[config.mk]
export PLATFORM = sky130hd
export DESIGN_NAME = rv32_hazard
export DESIGN_NICKNAME = d
export VERILOG_FILES = /design/src/include/rv32_opcodes.svh /design/src/hdl/rv32_pkg.sv /design/src/hdl/rv32_hazard.sv
export SDC_FILE = /design/constraint.sdc
export NUM_CORES = 1
export LEC_CHECK = 0
export BUFFER_PORTS_ARGS = -buffer_cell sky130_fd_sc_hd__buf_2
export CAP_MARGIN = 20
export CORE_AREA = 5 5 42 44
export DETAILED_ROUTE_END_ITERATION = 10
export DIE_AREA = 0 0 47 49
export PLACE_DENSITY_LB_ADDON = 0.1
export SYNTH_ARGS = -nofsm -noshare
export SYNTH_HDL_FRONTEND = slang
export SYNTH_SLANG_ARGS = --single-unit
[constraint.sdc]
create_clock -name vclk -period 1.1
set_input_delay 0.11 -clock vclk [all_inputs]
set_output_delay 0.11 -clock vclk [all_outputs]
set_load 0.01 [all_outputs]
[src/include/rv32_opcodes.svh]
`ifndef RV32_OPCODES_SVH
`define RV32_OPCODES_SVH

// major opcodes of the supported subset.
`define OP_LUI    7'b0110111
`define OP_IMM    7'b0010011
`define OP_REG    7'b0110011
`define OP_LOAD   7'b0000011
`define OP_STORE  7'b0100011
`define OP_BRANCH 7'b1100011
`define OP_JAL    7'b1101111

// funct3 values.
`define F3_ADD 3'b000
`define F3_XOR 3'b100
`define F3_OR  3'b110
`define F3_AND 3'b111
`define F3_BEQ 3'b000
`define F3_BNE 3'b001
`define F3_LW  3'b010
`define F3_SW  3'b010

// funct7 values for the register ops.
`define F7_BASE 7'b0000000
`define F7_SUB  7'b0100000

`endif

[src/hdl/rv32_pkg.sv]
package rv32_pkg;

    localparam int xlen = 32;

    // unified memory, word addressed.
    localparam int mem_words = 1024;
    localparam int mem_addr_bits = $clog2(mem_words);

    localparam logic [xlen-1:0] reset_pc = '0;
    localparam logic [xlen-1:0] nop_instr = 32'h0000_0013; // addi x0, x0, 0.

    typedef logic [4:0] reg_addr_t;

    localparam reg_addr_t led_reg = 5'd31; // writes here drive the leds.

    typedef enum logic [2:0] {
        alu_add,
        alu_sub,
        alu_and,
        alu_or,
        alu_xor,
        alu_pass_b // lui.
    } alu_op_e;

    typedef enum logic [1:0] {
        br_none,
        br_eq,
        br_ne,
        br_jump
    } branch_op_e;

endpackage

[src/hdl/rv32_hazard.sv]
`timescale 1ns/1ps

module rv32_hazard import rv32_pkg::*; (
    input  reg_addr_t rs1,
    input  reg_addr_t rs2,
    input  logic      ex_mem_read,
    input  reg_addr_t ex_rd,
    input  logic      branch_taken,
    input  logic      if_gnt,
    output logic      fetch_stall,
    output logic      fetch_flush,
    output logic      decode_stall,
    output logic      decode_flush,
    output logic      execute_flush,
    output logic      mem_flush
);
    logic load_use;

    // load in the memory stage feeding the instruction in execute.
    assign load_use = ex_mem_read && (ex_rd != '0) && (ex_rd == rs1 || ex_rd == rs2);

    // a lost grant leaves a bubble behind fetch, unless load-use holds it.
    assign fetch_flush   = branch_taken || (!if_gnt && !load_use);
    assign fetch_stall   = (load_use || !if_gnt) && !fetch_flush;
    assign decode_flush  = branch_taken;
    assign decode_stall  = load_use && !decode_flush;
    assign execute_flush = branch_taken || load_use;
    assign mem_flush     = 1'b0; // a taken branch still retires.

endmodule

======== Word-level counts from Yosys, hierarchy flattened ========
Cells that the tools add are included.
operators by class
  equality and inequality tests ........... 2
  reductions and logical operators ........ 14
operators by type and width
  cell                 number
  $eq A5 B5 Y1         2
  $logic_and A1 B1 Y1  5
  $reduce_bool A5 Y1   1
  $logic_not A1 Y1     4
  $logic_or A1 B1 Y1   4
word-level totals
  register bits after elaboration ......... 0
  input bits .............................. 18
  logic and storage cells ................. 16

======== Longest topological paths before layout ========
Gate-level depths: netlist of run 1.
  depth after elaboration ................. 8
  mapped depth ............................ 4

======== Worst setup path after synthesis of run 1 ========
OpenSTA, ideal clock, no wires.
  kind .................................... in2out
  start point ............................. in ex_rd[1]
  end point ............................... out fetch_flush
  arrival ................................. 0.970 ns
  setup slack ............................. 0.020 ns
  stages on the path ...................... 3
  path through ............................ or4_4 -> o21ai_4 -> o31a_1
between the ends
  longest elaborated chain between the ends .. 6
  elaborated cells between the ends (all ways) .. 9
  classes of those cells .................. eq/ne (2); reduce/logical (7)
ends and longest elaborated chain
  what                                                       RTL line           RTL
  start: declaration                                         rv32_hazard.sv:7   input reg_addr_t ex_rd,
  $eq A5 B5 Y1 or $reduce_bool A5 Y1 (tied branches)         rv32_hazard.sv:20  assign load_use = ex_mem_read && (ex_rd != '0) && (ex_rd == rs1 || ex_rd == rs2);
  $logic_or A1 B1 Y1 or $logic_and A1 B1 Y1 (tied branches)  rv32_hazard.sv:20
  $logic_and A1 B1 Y1 *                                      rv32_hazard.sv:20
  $logic_not A1 Y1 *                                         rv32_hazard.sv:23  assign fetch_flush = branch_taken || (!if_gnt && !load_use);
  $logic_and A1 B1 Y1 *                                      rv32_hazard.sv:23
  $logic_or A1 B1 Y1 *                                       rv32_hazard.sv:23
  end: declaration                                           rv32_hazard.sv:11  output logic fetch_flush,
Every way passes the cells marked *; elsewhere a longest branch is shown, timed or not.

======== Worst setup path after layout of run 1 ========
Ends and elaborated chain as after synthesis.

==> flow_summary.json, run 1 <==
{
  "layout-drive-gt1-share_pct": 62.5,
  "grt_max_degree": 7,
  "synth_xor_area_share_pct": 42.4,
  "violations": "negative setup slack",
  "crit_path_end_kind": "output pin",
  "grt-ovfl-total": 0,
  "numPortBuffers": 23,
  "ys_seq_area_share_pct": 0,
  "ctsHoldBuffers": 0,
  "rsz0062_at_grt": "yes",
  "core-area_sq_um": 1400,
  "dieArea_sq_um": 2300,
  "swShare_pct": 47.1,
  "synth_cells": 25,
  "gp_congestion": 0.607,
  "seq_cells": 0,
  "start_util_pct": 14.7,
  "fin_area_sq_um": 354,
  "drc_errors": 0,
  "setup_viol": 4,
  "holdWs_ns": 0.482,
  "hold_class": "in2out",
  "drtAntennaViolNets": 0,
  "fin_ws_ns": -0.164,
  "crit_type": "in2out",
  "fmax_mhz": 791,
  "p_per_area_nw_per_um2": 354,
  "num_antenna_cells": 0,
  "slew_violations": 0,
  "crit_fanout": 4,
  "num-fill-cells": 169,
  "synth-compound-area-share_pct": 21.8,
  "ys_types": 12,
  "p_int_uw": 66.3,
  "dr.pass1.iters": 1,
  "synth-adder-area-share_pct": 0,
  "cap_violations": 0,
  "pwr-share-comb_pct": 100.0,
  "grt_pass1_vias": 223,
  "area_growth_syn_to_layout_pct": 71.5,
  "cp-start-kind": "input port",
  "wirelength_microns": 569,
  "grt_usage_pct": 4.42,
  "cts_setup_buffers": 0,
  "post-route-period-util_pct": 115,
  "synth.avg_cell_area_sq_um": 8.26,
  "syn_nets": 43,
  "viasPerCell": 3.80,
  "vias": 243,
  "ir_drop_mv": 0.0995,
  "multiInputGateArea_sq_um": 191,
  "dpl.hpwl_microns": 534,
  "required_ns": 0.99,
  "clkPwrFrac_pct": 0,
  "antenna_found_initial": 0,
  "die_w_microns": 47,
  "synth_top_family_by_area": "XOR/XNOR gates",
  "final.clkbuf_count": 0,
  "ios": 24,
  "yosys_warnings": 0,
  "status": "complete, but fails checks",
  "routedWlPerCell_microns": 8.89,
  "arrival_ns": 1.15,
  "row_count": 14,
  "p_leak_nw": 0.174,
  "synth_area_sq_um": 206,
  "dpl_cell_area_sq_um": 342,
  "synthMuxAreaShare_pct": 0,
  "drtIter0Drc": 0,
  "yosys.area_share.simple_pct": 26.7,
  "fin_crit_ns": 1.26,
  "grt_pass1_wl_microns": 834,
  "seqPwrFrac_pct": 0,
  "ff_latch_area_sq_um": 0,
  "die_h_microns": 49,
  "net-switching-power_uw": 58.9,
  "hold_viol": 0,
  "final_nets": 68
}
metal layers:
layer	wire [microns]	GRT usage, %	part of all wire [%]	up-vias
met5	0	0	0	-
met4	0	0	0	0
met3	117	1.48	21	0
met2	243	6.79	43	17
li1	-	-	-	130
met1	208	6.30	37	96
final timing paths:
path           end    startpoint  cells past startpoint  slack [ns]
max    fetch_flush      ex_rd[1]                      5       -0.16
min   decode_flush  branch_taken                      2        0.48
layout make-up:
class | count | area share [%]
Multi-Input combinational cell | 23 | 54.1
Timing Repair Buffer | 25 | 40.3
Tap cell | 16 | 5.65
metrics by stage:
step / instances / setup slack (ns) / utilization, % / TNS [ns] / power, mW
after floorplan: 25 / 0.0197 / - / 0 / 0.0636
after global placement: 64 / -0.196 / 24.4 / -0.647 / 0.124
after detailed placement: 64 / -0.191 / 24.4 / -0.628 / 0.123
after CTS: 64 / -0.176 / 25.3 / -0.565 / 0.128
after global routing: 64 / -0.200 / 25.3 / -0.696 / 0.139
final: 64 / -0.164 / 25.3 / -0.519 / 0.125
cells in the final DEF, fill, tap and decap left out, drive strengths merged:
cell type / n
a22oi: 1
buf: 25
conb: 1
nand2b: 1
nor2: 2
nor3: 4
o21ai: 1
o21bai: 1
o31a: 1
or4: 1
xor2: 10
critical path, cell delays in order:
cell	delay, ns
buf_6	0.09
or4_4	0.53
o21ai_4	0.16
o31a_1	0.13
buf_2	0.12
repair_timing:
item,CTS,global route
resized for setup,3,0
pin swaps,1,3
endpoints found under the setup margin,4,4
power groups by stage:
stage	Sequential (mW)	Combinational, mW	Clock (mW)
2_1_floorplan	0	0.0636	0
6_report	0	0.125	0
5_1_grt	0	0.139	0
4_1_cts	0	0.128	0
3_3_place_gp	0	0.124	0
3_5_place_dp	0	0.123	0
synthesized netlist by cell type (all sizes together):
master,n,area (sq um)
or4,1,11.3
nor3,4,30.0
o21bai,1,7.51
conb,1,3.75
buf,2,15.0
o21ai,1,16.3
o31a,1,8.76
a22oi,1,12.5
xor2,10,87.6
nand2b,1,6.26
nor2,2,7.51
cells by family after synthesis:
| logic type | count (synthesis) |
|---|---|
| AOI/OAI and AO/OA | 4 |
| xor gates and xnor gates | 10 |
| buffers and inverters | 2 |
| other | 1 |
| and+or+nand+nor | 8 |
Note: power is estimated with default switching activity, not from simulation.
==> run 2: changes to the inputs <==
--- a/config.mk
+++ b/config.mk
@@ -7,10 +7,13 @@
 export LEC_CHECK = 0
 export BUFFER_PORTS_ARGS = -buffer_cell sky130_fd_sc_hd__buf_2
 export CAP_MARGIN = 20
+export CELL_PAD_IN_SITES_DETAIL_PLACEMENT = 1
+export CELL_PAD_IN_SITES_GLOBAL_PLACEMENT = 1
 export CORE_AREA = 5 5 42 44
 export DETAILED_ROUTE_END_ITERATION = 10
 export DIE_AREA = 0 0 47 49
 export PLACE_DENSITY_LB_ADDON = 0.1
+export REMOVE_ABC_BUFFERS = 1
 export SYNTH_ARGS = -nofsm -noshare
 export SYNTH_HDL_FRONTEND = slang
 export SYNTH_SLANG_ARGS = --single-unit
==> flow_summary.json, run 2 (synthesis results as in run 1) <==
{
  "status": "complete, but fails checks",
  "violations": "negative setup slack",
  "die_h_microns": 49,
  "wirelength_microns": 654,
  "gp_congestion": 0.688,
  "drc_errors": 0,
  "num_antenna_cells": 0,
  "fmax_mhz": 786,
  "final.clkbuf_count": 0,
  "ir_drop_mv": 0.0806,
  "drtAntennaViolNets": 0,
  "min_delay_worst_endpoint": "decode_flush",
  "slew_violations": 0,
  "seq_cells": 0,
  "holdWs_ns": 0.484,
  "rsz0062_at_grt": "yes",
  "grt-ovfl-total": 0,
  "die_w_microns": 47,
  "crit_type": "in2out",
  "crit_path_end_kind": "output pin",
  "vias": 268,
  "grt_max_degree": 7,
  "ctsHoldBuffers": 0,
  "dr.pass1.iters": 1,
  "grt_pass1_vias": 283,
  "post-route-period-util_pct": 116,
  "post-place-ws_ns": -0.208,
  "required_ns": 0.99,
  "hold_viol": 0,
  "layout-drive-gt1-share_pct": 62.5,
  "arrival_ns": 1.16,
  "numPortBuffers": 23,
  "final_nets": 68,
  "cts_setup_buffers": 0,
  "whs_path_depth": 2,
  "layout_common_cells": "buf_2 (21), xor2_1 (10)",
  "start_util_pct": 14.7,
  "hold_start": "branch_taken",
  "viasPerCell": 4.19,
  "grt_pass1_wl_mm": 1.05,
  "cap_violations": 0,
  "fin_ws_ns": -0.172,
  "setup_viol": 4,
  "dpl.hpwl_microns": 654,
  "final_common_cell": "buf_2",
  "cp-start-kind": "input port",
  "fin_crit_ns": 1.27,
  "core-area_sq_um": 1400,
  "dieArea_sq_um": 2300,
  "antenna_found_initial": 0,
  "p_per_area_nw_per_um2": 358,
  "hold_class": "in2out",
  "grt_usage_pct": 5.54,
  "finalSetupTns_ns": -0.550,
  "area_growth_syn_to_layout_pct": 71.5,
  "ios": 24,
  "routedWlPerCell_microns": 10.2,
  "row_count": 14,
  "crit_fanout": 4,
  "p_leak_nw": 0.174,
  "ff_latch_area_sq_um": 0,
  "drtIter0Drc": 0
}
==> run 2: cell counts in the layout (fill, tap and decap cells not counted) <==
No cell type changed its count.
==> run 2: area by class of cell <==
class                           count  area (sq um)
Fill cell                         180          1050
Multi-Input combinational cell     23           191
Timing Repair Buffer               25           143
Tap cell                           16          20.0
==> run 2: how the worst max path moves through the flow <==
stage          startpoint          end  slack (ns)  depth (start not counted)
2_1_floorplan    ex_rd[1]  fetch_flush        0.02                          3
3_3_place_gp     ex_rd[1]  fetch_flush       -0.19                          5
3_5_place_dp     ex_rd[3]  fetch_flush       -0.21                          6
4_1_cts          ex_rd[1]  fetch_flush       -0.19                          5
5_1_grt          ex_rd[1]  fetch_flush       -0.21                          5
6_report         ex_rd[1]  fetch_flush       -0.17                          5
==> run 2: timing repair <==
action | 4_1_cts | 5_1_grt
pin swaps | 2 | 3
resized for setup | 3 | 0
endpoints found under the setup margin | 4 | 4
gates cloned | 0 | 0
hold endpoints to repair | 0 | 0
==> run 2: routing by layer <==
metal,track usage [%],up-vias,wire length (microns)
met5,0,-,0
met4,0,0,0
met1,7.17,120,222
li1,-,130,-
met2,10.2,18,322
met3,0.369,0,109
==> run 2: power breakdown <==
group | internal (mW) | switching (mW) | total, mW | leakage, nW
logic | 0.0662 | 0.0607 | 0.127 | 0.174
clock network | 0 | 0 | 0 | 0
registers | 0 | 0 | 0 | 0
==> run 2: worst max-delay path: stages <==
cell and delay (ns):
buf_6 0.09, or4_4 0.53, o21ai_4 0.17, o31a_1 0.13
buf_2 0.12
==> run 2: per-stage QoR <==
step / instance area [sq um] / util (%) / cells / total power, mW
6_report: 354 / 25.3 / 64 / 0.127
3_3_place_gp: 342 / 24.4 / 64 / 0.122
2_1_floorplan: 191 / - / 23 / 0.0572
5_1_grt: 354 / 25.3 / 64 / 0.142
4_1_cts: 354 / 25.3 / 64 / 0.131
3_5_place_dp: 342 / 24.4 / 64 / 0.127
