--- config.mk ---
export PLATFORM = sky130hd
export DESIGN_NAME = rv32_execute
export DESIGN_NICKNAME = d
export VERILOG_FILES = /design/src/include/rv32_opcodes.svh /design/src/hdl/rv32_pkg.sv /design/src/hdl/rv32_execute.sv
export SDC_FILE = /design/constraint.sdc
export NUM_CORES = 1
export LEC_CHECK = 0
export ABC_AREA = 1
export BUFFER_PORTS_ARGS = -buffer_cell sky130_fd_sc_hd__buf_2
export CORE_AREA = 2 2 184 150
export CTS_CLUSTER_SIZE = 40
export DETAILED_ROUTE_END_ITERATION = 10
export DIE_AREA = 0 0 186 152
export GPL_TIMING_DRIVEN = 1
export PLACE_DENSITY = 0.9
export SLEW_MARGIN = 10
export SYNTH_ARGS = -nofsm -noshare
export SYNTH_HDL_FRONTEND = slang
export SYNTH_SLANG_ARGS = --single-unit
--- constraint.sdc ---
create_clock -name clk -period 4 [get_ports clk]
set_input_delay 0.4 -clock clk [delete_from_list [all_inputs] [get_ports clk]]
set_output_delay 0.4 -clock clk [all_outputs]
set_load 0.01 [all_outputs]
--- src/include/rv32_opcodes.svh ---
`ifndef RV32_OPCODES_SVH
`define RV32_OPCODES_SVH

// major opcodes of the supported subset.
`define OP_LUI    7'b0110111
`define OP_IMM    7'b0010011
`define OP_REG    7'b0110011
`define OP_LOAD   7'b0000011
`define OP_STORE  7'b0100011
`define OP_BRANCH 7'b1100011
`define OP_JAL    7'b1101111

// funct3 values.
`define F3_ADD 3'b000
`define F3_XOR 3'b100
`define F3_OR  3'b110
`define F3_AND 3'b111
`define F3_BEQ 3'b000
`define F3_BNE 3'b001
`define F3_LW  3'b010
`define F3_SW  3'b010

// funct7 values for the register ops.
`define F7_BASE 7'b0000000
`define F7_SUB  7'b0100000

`endif

--- src/hdl/rv32_pkg.sv ---
package rv32_pkg;

    localparam int xlen = 32;

    // unified memory, word addressed.
    localparam int mem_words = 1024;
    localparam int mem_addr_bits = $clog2(mem_words);

    localparam logic [xlen-1:0] reset_pc = '0;
    localparam logic [xlen-1:0] nop_instr = 32'h0000_0013; // addi x0, x0, 0.

    typedef logic [4:0] reg_addr_t;

    localparam reg_addr_t led_reg = 5'd31; // writes here drive the leds.

    typedef enum logic [2:0] {
        alu_add,
        alu_sub,
        alu_and,
        alu_or,
        alu_xor,
        alu_pass_b // lui.
    } alu_op_e;

    typedef enum logic [1:0] {
        br_none,
        br_eq,
        br_ne,
        br_jump
    } branch_op_e;

endpackage

--- src/hdl/rv32_execute.sv ---
`timescale 1ns/1ps

module rv32_execute import rv32_pkg::*; (
    input  logic            clk,
    input  logic            rst,
    input  logic            stall,
    input  logic            flush,
    input  reg_addr_t       id_rs1,
    input  reg_addr_t       id_rs2,
    input  alu_op_e         id_alu_op,
    input  logic            id_alu_src2_imm,
    input  logic            id_mem_read_en,
    input  logic            id_mem_write_en,
    input  branch_op_e      id_branch_op,
    input  reg_addr_t       id_rd,
    input  logic            id_rd_writeback,
    input  logic [xlen-1:0] id_pc,
    input  logic [xlen-1:0] id_rs1_value,
    input  logic [xlen-1:0] id_rs2_value,
    input  logic [xlen-1:0] id_imm,
    input  reg_addr_t       ex_fwd_rd,
    input  logic            ex_fwd_en,
    input  logic [xlen-1:0] ex_fwd_value,
    input  reg_addr_t       wb_rd,
    input  logic            wb_en,
    input  logic [xlen-1:0] wb_value,
    output logic            mem_read_en,
    output logic            mem_write_en,
    output branch_op_e      branch_op,
    output reg_addr_t       rd,
    output logic            rd_writeback,
    output logic [xlen-1:0] result,
    output logic [xlen-1:0] rs2_value,
    output logic [xlen-1:0] branch_pc,
    output logic            zero
);
    logic [xlen-1:0] op1, op2, src2, alu_out;

    always_comb begin
        // memory stage is newer than writeback, so it is checked first.
        op1 = id_rs1_value;
        if (ex_fwd_en && ex_fwd_rd == id_rs1)
            op1 = ex_fwd_value;
        else if (wb_en && wb_rd == id_rs1)
            op1 = wb_value;
        op2 = id_rs2_value;
        if (ex_fwd_en && ex_fwd_rd == id_rs2)
            op2 = ex_fwd_value;
        else if (wb_en && wb_rd == id_rs2)
            op2 = wb_value;
        src2 = id_alu_src2_imm ? id_imm : op2;
        case (id_alu_op)
            alu_sub:    alu_out = op1 - src2;
            alu_and:    alu_out = op1 & src2;
            alu_or:     alu_out = op1 | src2;
            alu_xor:    alu_out = op1 ^ src2;
            alu_pass_b: alu_out = src2;
            default:    alu_out = op1 + src2;
        endcase
    end

    always_ff @(posedge clk) begin
        if (rst || flush) begin
            mem_read_en  <= 1'b0;
            mem_write_en <= 1'b0;
            branch_op    <= br_none;
            rd_writeback <= 1'b0;
        end else if (!stall) begin
            mem_read_en  <= id_mem_read_en;
            mem_write_en <= id_mem_write_en;
            branch_op    <= id_branch_op;
            rd_writeback <= id_rd_writeback;
        end
    end

    always_ff @(posedge clk) begin
        if (!stall) begin
            rd        <= id_rd;
            result    <= (id_branch_op == br_jump) ? id_pc + 32'd4 : alu_out; // link value.
            rs2_value <= op2; // store data.
            branch_pc <= id_pc + id_imm;
            zero      <= (op1 == op2);
        end
    end

endmodule

== Yosys cells after proc, flatten, opt, wreduce, memory -nomap -nowiden ==
Cells that the tools add are included.
Word-level totals
  memory bits (read-only): 0
  memories kept: 0
  RAM bits: 0
  output and inout bits: 107
  bits in latches: 0
  input port bits: 232
  flip-flop bits (word level): 107
Operators by class
  div/mod/pow operators: 0
  multiply operators: 0
  order comparisons: 0
  muxes and demuxes: 7
  equality and inequality tests: 11
  bitwise operators: 3
  add/subtract/negate cells: 4
  reduce and logical (&&, ||, !) cells: 5
  shift operators: 0
Operators by type and width (number)
  $mux 32: 6
  $pmux 32 s5: 1
  $add 32x32->32: 2
  $add 32x3->32 const B: 1
  $and 32x32->32: 1
  $eq 32x32->1: 1
  $or 32x32->32: 1
  $sub 32x32->32: 1
  $xor 32x32->32: 1
  $eq 5x5->1: 4
  $eq 3x2->1 const B: 2
  $eq 3x3->1 const B: 2
  $logic_and 1x1->1: 4
  $eq 3x1->1 const B: 1
  $eq 2x2->1 const B: 1
  $logic_or 1x1->1: 1

== Logic depth before layout (Yosys ltp) ==
  word-level depth: 8
  depth in mapped cells: 36
  gate-level depth less buffers: 35

== Worst setup path before layout ==
OpenSTA, ideal clock, no wires.
  path kind: input -> register
  from: in id_rs2[2]
  to: reg result[25], data pin
  data required time: 3.747 ns
  setup slack: -0.097 ns
  stages on the path: 26
  path buffers: 1
  setup time: 0.253 ns
  arrival: 3.844 ns
  path through: inv_1 > nor2_1 > nor3_4 > nand3_4 > buf_4 > nand3_1 > nand3_1 > nand2_1 > ha_1 > inv_1 > nor3_4 > nor2_1 > xor2_1 > ha_1 > a21o_1 > a21oi_1 > o21ai_1 > a21boi_0 > o21ai_1 > a21oi_1 > o21ai_1 > nand2_1 > a21o_1 > nand3_1 > nand3_1 > nand2_1
Between the ends
  cells in the longest elaborated chain, start to end: 8
  elaborated cells between the ends (all ways): 14
Ends and longest elaborated chain
  from (decl): RTL line rv32_execute.sv:9  | input reg_addr_t id_rs2,
  $eq 5x5->1: RTL line rv32_execute.sv:49  | else if (wb_en && wb_rd == id_rs2)
  $logic_and 1x1->1: RTL line rv32_execute.sv:49
  $mux 32: RTL line rv32_execute.sv:49
  $mux 32 (*): RTL line rv32_execute.sv:47  | if (ex_fwd_en && ex_fwd_rd == id_rs2)
  $mux 32 (*): RTL line rv32_execute.sv:51  | src2 = id_alu_src2_imm ? id_imm : op2;
  $add 32x32->32 (tied with other cells): RTL line rv32_execute.sv:58  | default: alu_out = op1 + src2;
  $pmux 32 s5 (*): RTL line rv32_execute.sv:52  | case (id_alu_op)
  $mux 32 (*): RTL line rv32_execute.sv:79  | result <= (id_branch_op == br_jump) ? id_pc + 32'd4 : alu_out;
  to (signal assigned): RTL line rv32_execute.sv:79
  to (decl): RTL line rv32_execute.sv:32  | output logic [xlen-1:0] result,
Every way passes the cells marked *; elsewhere a longest branch is shown, timed or not.
A chain may end at the register's enable or synchronous reset.

== Worst setup path after layout ==
  from: in wb_rd[3]
  to: reg result[30], data pin
Between the ends
  cells in the longest elaborated chain, start to end: 8
  elaborated cells between the ends (all ways): 16
Ends and longest elaborated chain
  from (decl): RTL line rv32_execute.sv:24  | input reg_addr_t wb_rd,
  $eq 5x5->1: RTL line rv32_execute.sv:49
  $logic_and 1x1->1: RTL line rv32_execute.sv:49
  $mux 32: RTL line rv32_execute.sv:49
  $mux 32: RTL line rv32_execute.sv:47
  $mux 32: RTL line rv32_execute.sv:51
  $add 32x32->32 (tied with other cells): RTL line rv32_execute.sv:58
  $pmux 32 s5 (*): RTL line rv32_execute.sv:52
  $mux 32 (*): RTL line rv32_execute.sv:79
Marked as above.

==> flow_summary.yaml <==
cts:
  worstSkewPairLatency_ns: 0.37
  ctsLongestPathBuffers: 2
  cts_tree: "done"
  root_buffer: "clkbuf_16"
  cts_sinks: 107
  cts-buffers-inserted: 9
  ctsHoldBuffers: 0
  path_clk_slew_ns: 0.09
  h-tree-depth: 3
grt:
  grt_antenna_before_repair: 1
  overflow: 0
  first_global_vias: 15700
  grt_pass1_wl_um: 82300
  grt_max_degree: 78
  grt_usage_pct: 37.2
floorplanning:
  row_count: 54
  die_x_um: 186
  start_util_pct: 48.9
  die_area_um2: 28300
  core_um2: 26700
  die_h_um: 152
  io_pins: 339
worst_hold_path:
  hold-path-endpoint: "rd[4]"
  holdCritStartpoint: "id_rd[4]"
  min_path_cells: 1
  hp-class: "input pin to flop"
synthesis:
  ys_ff_latch: 107
  yosys_warnings: 0
  synth-edff-count: 102
  synth-seq-area-share_pct: 24.2
  synth_ff_type: "edfxtp_1"
  synth.avg_cell_area_um2: 6.96
  async_flop_share_pct: 0
  synth_fp_nets: 2237
  synth_area_um2: 13100
  synth_cell_type_count: 57
  postSynthCellCount: 1875
timing:
  maxSlewViolCount: 0
  min_period_ns: 4.27
  tightest_slew_ns: 1.14
  max_freq_mhz: 234
  whs_ns: 0.196
  period_share_pct: 107
  setup_violations: 10
  rsz0062_at_grt: "yes"
  layout_setup_ws_ns: -0.271
  slew_headroom_pct: 21.7
  skew_ns: 0
  hold_viol_final: 0
run_status:
  status: "complete, but fails checks"
  violations: "setup timing"
worst_setup_path:
  cp_max_fo: 7
  crit_path_end_kind: "flop"
  crit_top_cell: "nor2_4"
  max_stage_delay_ns: 0.27
  path_delay_family: "compound AO/OA/AOI/OAI gates"
  rr_worst_depth: 2
  r2r_setup_slack_ns: 3.37
  reg2reg_from: "mem_read_en"
  crit_required_ns: 4.14
  start_kind: "input pin"
  path_class: "input pin to flop"
  timing.rr.end: "mem_read_en"
  cp.arrival_ns: 4.41
  crit_buf_inv: 6
  cp_slowest_cell: "ha_1"
final_layout:
  area_delta_synth_final_pct: 47.8
  final_layout_size_suffix_gt1_share_pct: 39.7
  layout_commonest_cell: "nand2_1"
  fillers: 2073
  mostFrequentLayoutCells: "369 x nand2_1, 326 x buf_4, 325 x buf_2"
  nNetsFinal: 2884
  fin_area_um2: 19300
routing:
  ant_nets: 0
  viasPerCell: 5.71
  firstDrtPassIters: 5
  wl_per_cell_um: 19.4
  drc: 0
  drt-initial-drc-count: 1610
  vias: 16500
  drt_wl_total_um: 56000
flow_run:
  cap_violations: 0
place:
  hpwl_um: 42300
  portBuffers: 338
  gp_congestion: 1.05
  placed_area_um2: 17200
power_and_ir_drop:
  powerDensity_nw_per_um2: 276
  leakage_uw: 0.00986
  ir_drop_v: 0.000226
[synth_stat cells (all sizes together) (19+ instances only)]
| library cell | n | area (um2) |
|---|---|---|
| buf | 21 | 130 |
| nand2 | 448 | 1730 |
| xor2 | 110 | 963 |
| nand3 | 139 | 746 |
| nor2 | 140 | 568 |
| o211ai | 39 | 293 |
| xnor2 | 24 | 210 |
| edfxtp | 102 | 3060 |
| or2 | 30 | 188 |
| inv | 269 | 1010 |
| nor3 | 24 | 158 |
| a21oi | 105 | 526 |
| clkbuf | 35 | 131 |
| o21ai | 122 | 622 |
| o21a | 19 | 143 |
| ha | 128 | 1600 |
[worst register-to-register path, stage by stage (launching register included)]
cell	delay [ns]
dfxtp_1	0.35
nand2_1	0.06
a21oi_1	0.15
[power by group]
group	switching (uW)	internal, uW	total [uW]
clock network	552	452	1000
logic	1590	1260	2840
registers	48.3	1420	1470
total	2190	3130	5320
[state kept, by name, indices dropped and copies added, names as in the netlist]
name and count:
zero 1, rd 5, mem_write_en 1, rs2_value 32, mem_read_en 1, rd_writeback 1
result 32, branch_pc 32, branch_op 2
[layer usage]
metal | part of all wire (%) | vias up | wire length, um | global-route usage [%]
met5 | 0 | - | 0 | 0
met4 | 6.1 | 0 | 3440 | 18.5
met3 | 8.8 | 250 | 4910 | 5.80
met2 | 47 | 1015 | 26200 | 63.1
met1 | 38 | 7662 | 21400 | 45.6
li1 | - | 7574 | - | -
[timing repair]
action                                  CTS  global route
pin swaps                                46           101
endpoints found under the hold margin     0             0
setup buffers                            37            35
gates resized for setup                 106           220
gates cloned                              1             2
endpoints found under the setup margin   17            24
[kinds of logic (layout without fill, tap and decap cells)]
logic type | Yosys count | in the layout | share of synthesized area, %
adder cells (fa/ha/maj) | 130 | 130 | 12.6
AND/OR/NAND/NOR | 814 | 814 | 27.6
AO/OA/AOI/OAI | 362 | 362 | 16.8
buffers and inverters | 328 | 980 | 9.84
XOR/XNOR | 134 | 134 | 8.99
other | 0 | 1 | 0
flip-flops | 107 | 107 | 24.2
[worst max path at each step]
| stage | from | to | slack [ns] | depth (start not counted) |
|---|---|---|---|---|
| 3_5_place_dp | wb_rd[4] | result[30] | -0.82 | 31 |
| 4_1_cts | wb_rd[1] | result[31] | -0.1 | 35 |
| 2_1_floorplan | id_rs2[2] | result[31] | 0.01 | 33 |
| 5_1_grt | wb_rd[3] | result[30] | -0.50 | 30 |
| 6_report | wb_rd[3] | result[30] | -0.27 | 30 |
| 3_3_place_gp | wb_rd[4] | result[30] | -0.84 | 31 |
[per-stage QoR]
stage	worst slack, ns	util, %	power (uW)	setup TNS (ns)	instances
CTS	-0.0975	68.2	5030	-0.407	2864
floorplan	0.0131	-	2770	0	1875
finish	-0.271	72.3	5320	-1.11	2892
detailed placement	-0.825	64.5	3910	-11.98	2810
global placement	-0.842	64.5	3860	-11.45	2810
global route	-0.500	72.3	5570	-4.32	2892
[layout make-up]
cell class                 count  area [um2]  share of cell area [%]
tap                          364         455                    2.36
multi-input combinational   1440        9630                    49.9
timing repair buffer         692        4670                    24.2
clock inverter                 7        80.1                   0.415
inverter                     272        1060                    5.50
sequential                   107        3160                    16.4
clock buffer                   9         225                    1.17
antenna                        1        2.50                  0.0130
No activity file was read; power rests on OpenSTA's default activity.
