--- src/include/rv32_opcodes.svh ---
`ifndef RV32_OPCODES_SVH
`define RV32_OPCODES_SVH

// major opcodes of the supported subset.
`define OP_LUI    7'b0110111
`define OP_IMM    7'b0010011
`define OP_REG    7'b0110011
`define OP_LOAD   7'b0000011
`define OP_STORE  7'b0100011
`define OP_BRANCH 7'b1100011
`define OP_JAL    7'b1101111

// funct3 values.
`define F3_ADD 3'b000
`define F3_XOR 3'b100
`define F3_OR  3'b110
`define F3_AND 3'b111
`define F3_BEQ 3'b000
`define F3_BNE 3'b001
`define F3_LW  3'b010
`define F3_SW  3'b010

// funct7 values for the register ops.
`define F7_BASE 7'b0000000
`define F7_SUB  7'b0100000

`endif

--- src/hdl/rv32_pkg.sv ---
package rv32_pkg;

    localparam int xlen = 32;

    // unified memory, word addressed.
    localparam int mem_words = 1024;
    localparam int mem_addr_bits = $clog2(mem_words);

    localparam logic [xlen-1:0] reset_pc = '0;
    localparam logic [xlen-1:0] nop_instr = 32'h0000_0013; // addi x0, x0, 0.

    typedef logic [4:0] reg_addr_t;

    localparam reg_addr_t led_reg = 5'd31; // writes here drive the leds.

    typedef enum logic [2:0] {
        alu_add,
        alu_sub,
        alu_and,
        alu_or,
        alu_xor,
        alu_pass_b // lui.
    } alu_op_e;

    typedef enum logic [1:0] {
        br_none,
        br_eq,
        br_ne,
        br_jump
    } branch_op_e;

endpackage

--- src/hdl/rv32_decode.sv ---
`timescale 1ns/1ps
`include "rv32_opcodes.svh"

module rv32_decode import rv32_pkg::*; (
    input  logic            clk,
    input  logic            rst,
    input  logic            stall,
    input  logic            flush,
    input  logic [xlen-1:0] if_pc,
    input  logic [xlen-1:0] if_instr,
    input  reg_addr_t       wb_rd,
    input  logic            wb_en,
    input  logic [xlen-1:0] wb_value,
    output reg_addr_t       rs1,
    output reg_addr_t       rs2,
    output alu_op_e         alu_op,
    output logic            alu_src2_imm,
    output logic            mem_read_en,
    output logic            mem_write_en,
    output branch_op_e      branch_op,
    output reg_addr_t       rd,
    output logic            rd_writeback,
    output logic [xlen-1:0] pc,
    output logic [xlen-1:0] rs1_value,
    output logic [xlen-1:0] rs2_value,
    output logic [xlen-1:0] imm
);
    logic [xlen-1:0] regs [1:31]; // x0 is not stored.

    logic [6:0]      opcode;
    logic [2:0]      funct3;
    logic [6:0]      funct7;
    reg_addr_t       src1, src2, dst;
    alu_op_e         d_alu_op;
    branch_op_e      d_branch_op;
    logic            d_src2_imm, d_wb, d_read, d_write, use_rs1, use_rs2;
    logic [xlen-1:0] d_imm, rf_rs1, rf_rs2;

    assign opcode = if_instr[6:0];
    assign funct3 = if_instr[14:12];
    assign funct7 = if_instr[31:25];
    assign dst    = if_instr[11:7];
    assign src1   = use_rs1 ? if_instr[19:15] : '0; // unused sources read as x0.
    assign src2   = use_rs2 ? if_instr[24:20] : '0;

    always_comb begin
        d_alu_op    = alu_add;
        d_branch_op = br_none;
        d_src2_imm  = 1'b0;
        d_wb        = 1'b0;
        d_read      = 1'b0;
        d_write     = 1'b0;
        use_rs1     = 1'b0;
        use_rs2     = 1'b0;
        d_imm       = {{20{if_instr[31]}}, if_instr[31:20]}; // i-type.
        case (opcode)
            `OP_LUI: begin
                d_alu_op   = alu_pass_b;
                d_src2_imm = 1'b1;
                d_wb       = 1'b1;
                d_imm      = {if_instr[31:12], 12'b0};
            end
            `OP_IMM, `OP_REG: begin
                use_rs1    = 1'b1;
                use_rs2    = (opcode == `OP_REG);
                d_src2_imm = (opcode == `OP_IMM);
                d_wb       = 1'b1;
                case (funct3)
                    `F3_ADD: d_alu_op = (use_rs2 && funct7 == `F7_SUB) ? alu_sub : alu_add;
                    `F3_XOR: d_alu_op = alu_xor;
                    `F3_OR:  d_alu_op = alu_or;
                    `F3_AND: d_alu_op = alu_and;
                    default: d_wb = 1'b0; // unsupported funct3 becomes a nop.
                endcase
            end
            `OP_LOAD: begin
                use_rs1    = 1'b1;
                d_src2_imm = 1'b1;
                d_read     = (funct3 == `F3_LW);
                d_wb       = (funct3 == `F3_LW);
            end
            `OP_STORE: begin
                use_rs1    = 1'b1;
                use_rs2    = 1'b1;
                d_src2_imm = 1'b1;
                d_write    = (funct3 == `F3_SW);
                d_imm      = {{20{if_instr[31]}}, if_instr[31:25], if_instr[11:7]};
            end
            `OP_BRANCH: begin
                use_rs1     = 1'b1;
                use_rs2     = 1'b1;
                d_branch_op = (funct3 == `F3_BEQ) ? br_eq :
                              (funct3 == `F3_BNE) ? br_ne : br_none;
                d_imm       = {{19{if_instr[31]}}, if_instr[31], if_instr[7],
                               if_instr[30:25], if_instr[11:8], 1'b0};
            end
            `OP_JAL: begin
                d_branch_op = br_jump;
                d_wb        = 1'b1;
                d_imm       = {{11{if_instr[31]}}, if_instr[31], if_instr[19:12],
                               if_instr[20], if_instr[30:21], 1'b0};
            end
            default: ;
        endcase
    end

    // register file read with same-cycle writeback bypass.
    always_comb begin
        rf_rs1 = (wb_en && wb_rd == src1) ? wb_value : regs[src1];
        rf_rs2 = (wb_en && wb_rd == src2) ? wb_value : regs[src2];
        if (src1 == '0) rf_rs1 = '0;
        if (src2 == '0) rf_rs2 = '0;
    end

    always_ff @(posedge clk) begin
        if (wb_en)
            regs[wb_rd] <= wb_value; // wb_en never comes with x0.
    end

    always_ff @(posedge clk) begin
        if (rst || flush) begin
            rd_writeback <= 1'b0;
            mem_read_en  <= 1'b0;
            mem_write_en <= 1'b0;
            branch_op    <= br_none;
        end else if (!stall) begin
            rd_writeback <= d_wb && (dst != '0);
            mem_read_en  <= d_read;
            mem_write_en <= d_write;
            branch_op    <= d_branch_op;
        end
    end

    always_ff @(posedge clk) begin
        if (!stall) begin
            rs1          <= src1;
            rs2          <= src2;
            alu_op       <= d_alu_op;
            alu_src2_imm <= d_src2_imm;
            rd           <= dst;
            pc           <= if_pc;
            rs1_value    <= rf_rs1;
            rs2_value    <= rf_rs2;
            imm          <= d_imm;
        end else begin
            // a held instruction must not miss a write that retires under it.
            if (wb_en && wb_rd == rs1)
                rs1_value <= wb_value;
            if (wb_en && wb_rd == rs2)
                rs2_value <= wb_value;
        end
    end

endmodule

--- config.mk ---
export PLATFORM = sky130hd
export DESIGN_NAME = rv32_decode
export DESIGN_NICKNAME = d
export VERILOG_FILES = /design/src/hdl/rv32_pkg.sv /design/src/hdl/rv32_decode.sv
export VERILOG_INCLUDE_DIRS = /design/src /design/src/include
export SDC_FILE = /design/constraint.sdc
export NUM_CORES = 2
export LEC_CHECK = 0
export ABC_AREA = 1
export BUFFER_PORTS_ARGS = -buffer_cell sky130_fd_sc_hd__buf_2
export CORE_ASPECT_RATIO = 1.75
export CORE_MARGIN = 2
export CORE_UTILIZATION = 50
export CTS_CLUSTER_SIZE = 20
export DETAILED_ROUTE_END_ITERATION = 8
export PLACE_DENSITY = 0.76
export SLEW_MARGIN = 20
export SYNTH_ARGS = -nofsm -noshare
export SYNTH_HDL_FRONTEND = slang
export SYNTH_SLANG_ARGS = --single-unit
--- constraint.sdc ---
create_clock -name clk -period 6.85 [get_ports clk]
set_input_delay 1.37 -clock clk [delete_from_list [all_inputs] [get_ports clk]]
set_output_delay 1.37 -clock clk [all_outputs]
set_load 0.02 [all_outputs]
; ---- Yosys cells after proc, flatten, opt, wreduce, memory -nomap -nowiden
; Memory sizes are Yosys's and may differ from the RTL's.
; Index checks and enable logic that the tools add are counted.
; W data, S select, Z words.
[classes]
n_eq_ne = 19
mux = 26
reduce_logical = 17
[ops]
columns = cell, n
row1 = $mux W32, 8
row2 = $pmux W31 S4, 1
row3 = $eq A7 B6 Y1 const B, 4
row4 = $eq A5 B5 Y1, 4
row5 = $eq A7 B7 Y1 const B, 2
row6 = $pmux W3 S4, 1
row7 = $logic_not A5 Y1, 2
row8 = $mux W5, 2
row9 = $eq A3 B3 Y1 const B, 3
row10 = $eq A7 B2 Y1 const B, 1
row11 = $eq A7 B5 Y1 const B, 1
row12 = $mux W1, 7
row13 = $logic_and A1 B1 Y1, 6
row14 = $pmux W3 S2, 1
row15 = $reduce_or A2 Y1, 3
row16 = $reduce_bool A5 Y1, 1
row17 = $reduce_or A5 Y1, 1
row18 = $mux W2, 2
row19 = $ne A2 B1 Y1 const B, 2
row20 = $pmux W1 S2, 2
row21 = $pmux W2 S2, 1
row22 = $reduce_or A4 Y1, 1
row23 = $eq A3 B1 Y1 const B, 1
row24 = $eq A3 B2 Y1 const B, 1
row25 = other kinds (4), 4
[totals]
mem_bits_rw = 992
inputBits = 106
n_memories = 1
output_inout_bits = 152
ff_bits = 152
wordCells = 76
[mem_list]
columns = name, depth, word_bits, read_ports, rd_clocked_by_memory_dff, write_ports, line_no
row1 = regs, 31, 32, 2, 0, 1, rv32_decode.sv:28  ; logic [xlen-1:0] regs [1:31];

; ---- Depth between registers and ports, before layout
[depth]
word_depth = 9
depth_mapped = 17
mapped_depth_nobuf = 14

; ---- Least setup slack after synthesis
; OpenSTA, ideal clock, no wires.
[synth_path]
path_kind = input to register
startpoint = input port stall
endpoint = register rs1_value[22], data pin
path_slack_ns = 1.649
arrival_time_ns = 5.070
required_time_ns = 6.718
n_path_buf = 3
cell_stages = 8
setup_ns = 0.132
path_cell_list = clkbuf_1 -> inv_1 -> clkbuf_1 -> o21ai_1 -> clkbuf_1 -> nor2_1 -> nand2_1 -> nand2_1
[synth_between]
elab_chain_len = 1
[synth_lines]
columns = element, line_no
row1 = from (decl), rv32_decode.sv:7  ; input logic stall,
row2 = $mux W32, rv32_decode.sv:135  ; if (!stall) begin
row3 = to (signal assigned), rv32_decode.sv:142  ; rs1_value <= rf_rs1;
row4 = to (signal assigned), rv32_decode.sv:148  ; rs1_value <= wb_value;
row5 = to (decl), rv32_decode.sv:24  ; output logic [xlen-1:0] rs1_value,
; No other way between the ends.
; A chain may end at the register's enable or synchronous reset.

; ---- Worst setup path in the final report
[layout_path]
startpoint = input port if_instr[0]
endpoint = register rs1_value[0], data pin
[layout_between]
elab_chain_len = 9
[layout_lines]
columns = element, line_no
row1 = from (decl), rv32_decode.sv:10  ; input logic [xlen-1:0] if_instr,
row2 = "$eq A7 B6 Y1, or another cell as far along", rv32_decode.sv:56  ; case (opcode)
row3 = $reduce_or A5 Y1 (no source line) (*), -
row4 = $mux W1 (*), rv32_decode.sv:56
row5 = $mux W5 (*), rv32_decode.sv:43  ; assign src1 = use_rs1 ? if_instr[19:15] : '0;
row6 = "parallel branches: the longest is 3 deep, another holds $mem_v2 Z31 W32", -
row7 = $mux W32 (*), rv32_decode.sv:111  ; if (src1 == '0) rf_rs1 = '0;
row8 = $mux W32 (*), rv32_decode.sv:135
; Mark *: on every way between the ends.

==> results.md <==
- Ys flop type: edfxtp_1
- Final Slew Violations: 0
- Worst hold path class: flop to flop
- Worst Tran Pin Value: roughly 1.3 ns
- Die area: approximately 0.12 mm²
- Area of the multi-input gates: around 0.02 mm²
- Fin crit period: 4.85 ns
- Via density: 6.95
- Die height: between 400 and 500 µm
- Post-layout instance area: approximately 0.063 mm²
- Post-CTS Setup Inserts: 0
- DRT iter0 DRCs: around 11k
- Clock sinks: between 1k and 1.5k
- Leak pwr: about 0.024 µW
- Outcome: finished clean
- Boundary Pins: roughly 260
- Synthesized area per cell: ~9 µm²
- Starting density of the core: just over 50%
- Clock skew: around 0.031 ns
- EDFF count, synth: 1139
- FF+latch area: 0.0343 mm²
- Synth Register Bits: between 1k and 1.5k
- P per Cell Area: between 200 and 250 mW/mm²
- Synth warnings: 0
- Clk buf depth: 3
- Drt pass-1 iters: 9
- CTS tree: built
- Worst EP required: about 7.5 ns
- Vias: between 50k and 60k
- Vias in the first global route: 51.1k
- Critical-path top delay cell: buf_4
- Post-Synthesis Cells: slightly above 6k
- Core area: roughly 0.11 mm²
- Worst path cell trace: buf_2 > nand2_1 > inv_2 > nand3_1 > nand2_8 > nand2_8 > buf_12 > buf_4 > nand2_1 > nand3_1 > nand3_1 > nand3_1 > nand3_1 > nand3_1 > nand2_1 > nand2_1
- Seq/Total Area, Yosys: about 60%
- Largest net degree at the start of global routing: 173
- Crit-path max FO: around 130
- Final hold viol count: 0
- Filler cell count: about 9.5k
- Ys async rst share: 0%
- Crit path top cell by count: nand3_1
- CP endpoint kind: flop
- Critical path data arrival time: ~5.5 ns
- DIE WIDTH: around 260 µm
- Synthesis-to-layout area growth: 10.2%
- Num CTS Buffers: about 100
- CP Buf/Inv Count: 4
- Commonest non-fill, non-tap cell in the layout: nand3_1
- Clk_lat worst skew: 0.75 ns
- GRT Total Usage: a little over a third
- CP top delay family: simple AND/OR/NAND/NOR gates
- Post-cts resize count: 0
- Hold_buf cts: 0
- Most frequent cells in the layout: nand3_1 (2680), nand2_1 (1421), edfxtp_1 (1139)
- RSZ-0062 raised after global routing: false
- Final period util: 70.8%
- Fin nets: roughly 6.2k
- Antenna Nets Post-Route: 0
- Final setup viols: 0
- GRT overflow: 0
- DP HPWL: approximately 110 mm
- Initial antenna violation count: 15
- Worst Setup Start Kind: primary input
- DP Area: around 0.06 mm²
- IO Port Bufs: approximately 260
- Mapped Nets: ~6.3k
- Synth Cell Area: approximately 0.057 mm²
- Max VDD drop: approximately 0.18 mV
- Global-route wire length before repair: 320 mm
- Total Wirelength: ~220 mm
- Max Cap Viol: 0
- Std cell rows: between 150 and 200
- Cell variety after synth: 36
- Achievable Freq: around 210 MHz
- Clock transition at the registers of the reported paths: roughly 0.070 ns
- Setup CP Type: primary input to flop
- Slowest cell delay on critical path: approximately 0.87 ns
- Root Driver: clkbuf_16
- Wire per inst: approximately 29 µm
- Proportion of layout cells with a drive suffix above 1: about a tenth
- GPL Wtd Cong: around 0.91
- Slew HR: between 10% and 20%
- Post-route core utilization: between 50% and 60%
- Total negative setup slack: 0 ns
- H-tree Lvls: 3
- Drt drc: 0
[layout make-up]
type	count	area share [%]
clock inverter	75	1.42
inverter	107	0.683
clock buffer	113	4.25
multi-input combinational	4399	32.5
timing repair buffer	365	3.72
antenna	10	0.0397
tap	1494	2.96
sequential	1144	54.4
[power by group]
group	total (µW)	internal [µW]	switching, µW
combinational	918	199	718
clock	6250	3540	2710
sequential	7920	7850	69.1
[kinds of logic (layout without fill, tap and decap cells)]
group / Yosys count / count (layout) / synth area share, %
and+or+nand+nor: 4324 / 4324 / 34.4
xor gates and xnor gates: 4 / 4 / 0.0612
buffers and inverters: 638 / 660 / 4.89
other: 0 / 10 / 0
DFF: 1144 / 1144 / 59.9
AOI/OAI and AO/OA: 71 / 71 / 0.719
[per-stage QoR]
step / power, µW / setup slack, ns / hold slack (ns) / std cells
after floorplan: 8510 / 1.65 / 0.606 / 6181
after global placement: 8920 / 1.49 / 0.526 / 7506
after detailed placement: 8940 / 1.52 / 0.551 / 7508
after CTS: 15000 / 2.26 / 0.570 / 7696
after global routing: 15400 / 1.97 / 0.594 / 7702
final: 15100 / 2.00 / 0.570 / 7707
[Yosys cell counts (2+ instances only)]
master / instances / area, µm²
a211oi_1: 3 / 22.5
a21oi_1: 13 / 65.1
a21oi_2: 2 / 17.5
a221oi_1: 2 / 17.5
buf_1: 52 / 195
buf_2: 255 / 1280
buf_4: 12 / 90.1
buf_6: 5 / 56.3
clkbuf_1: 207 / 777
clkinv_1: 3 / 11.3
dfxtp_1: 5 / 100
edfxtp_1: 1139 / 34200
inv_1: 95 / 357
inv_2: 9 / 33.8
nand2_1: 1424 / 5350
nand2_2: 7 / 43.8
nand3_1: 2680 / 13400
nand3_2: 3 / 30.0
nand4_1: 6 / 37.5
nor2_1: 189 / 709
nor2_2: 4 / 25.0
nor3_1: 5 / 25.0
nor4_1: 2 / 12.5
o2111ai_1: 3 / 26.3
o21ai_0: 34 / 170
o21ai_1: 4 / 20.0
o22ai_1: 6 / 37.5
xor2_1: 4 / 35.0
[routing by layer]
metal  part of all wire, %  up-vias  GRT usage, %
met2                    44     5292          55.5
met5                 0.050        -             0
met4                   9.5       18          29.7
li1                      -    21922             -
met1                    31    24800          43.5
met3                    16     1508          10.5
[worst reg2reg max path: stages, from the launching register on]
cell,delay (ns)
edfxtp_1,0.41
inv_1,0.10
o21ai_0,0.07
a221oi_1,0.22
nand3_1,0.23
nand2_2,0.42
buf_4,0.71
[state kept, by name, indices dropped and copies added, names as in the netlist, 2 cells and up]
signal,cells
rs1,5
regs,992
rs1_value,32
rs2_value,32
imm,32
alu_op,3
rs2,5
rd,5
pc,32
branch_op,2
[worst paths after layout]
| path | slack [ns] | startpoint | to | depth (start not counted) |
|---|---|---|---|---|
| min | 0.57 | branch_op[0] | branch_op[0] | 2 |
| max reg2reg | 4.28 | rs1[2] | rs1_value[4] | 6 |
| min reg2reg | 0.57 | branch_op[0] | branch_op[0] | 2 |
| max | 2.00 | if_instr[0] | rs1_value[0] | 16 |
Power figures use the tool's default switching activity.
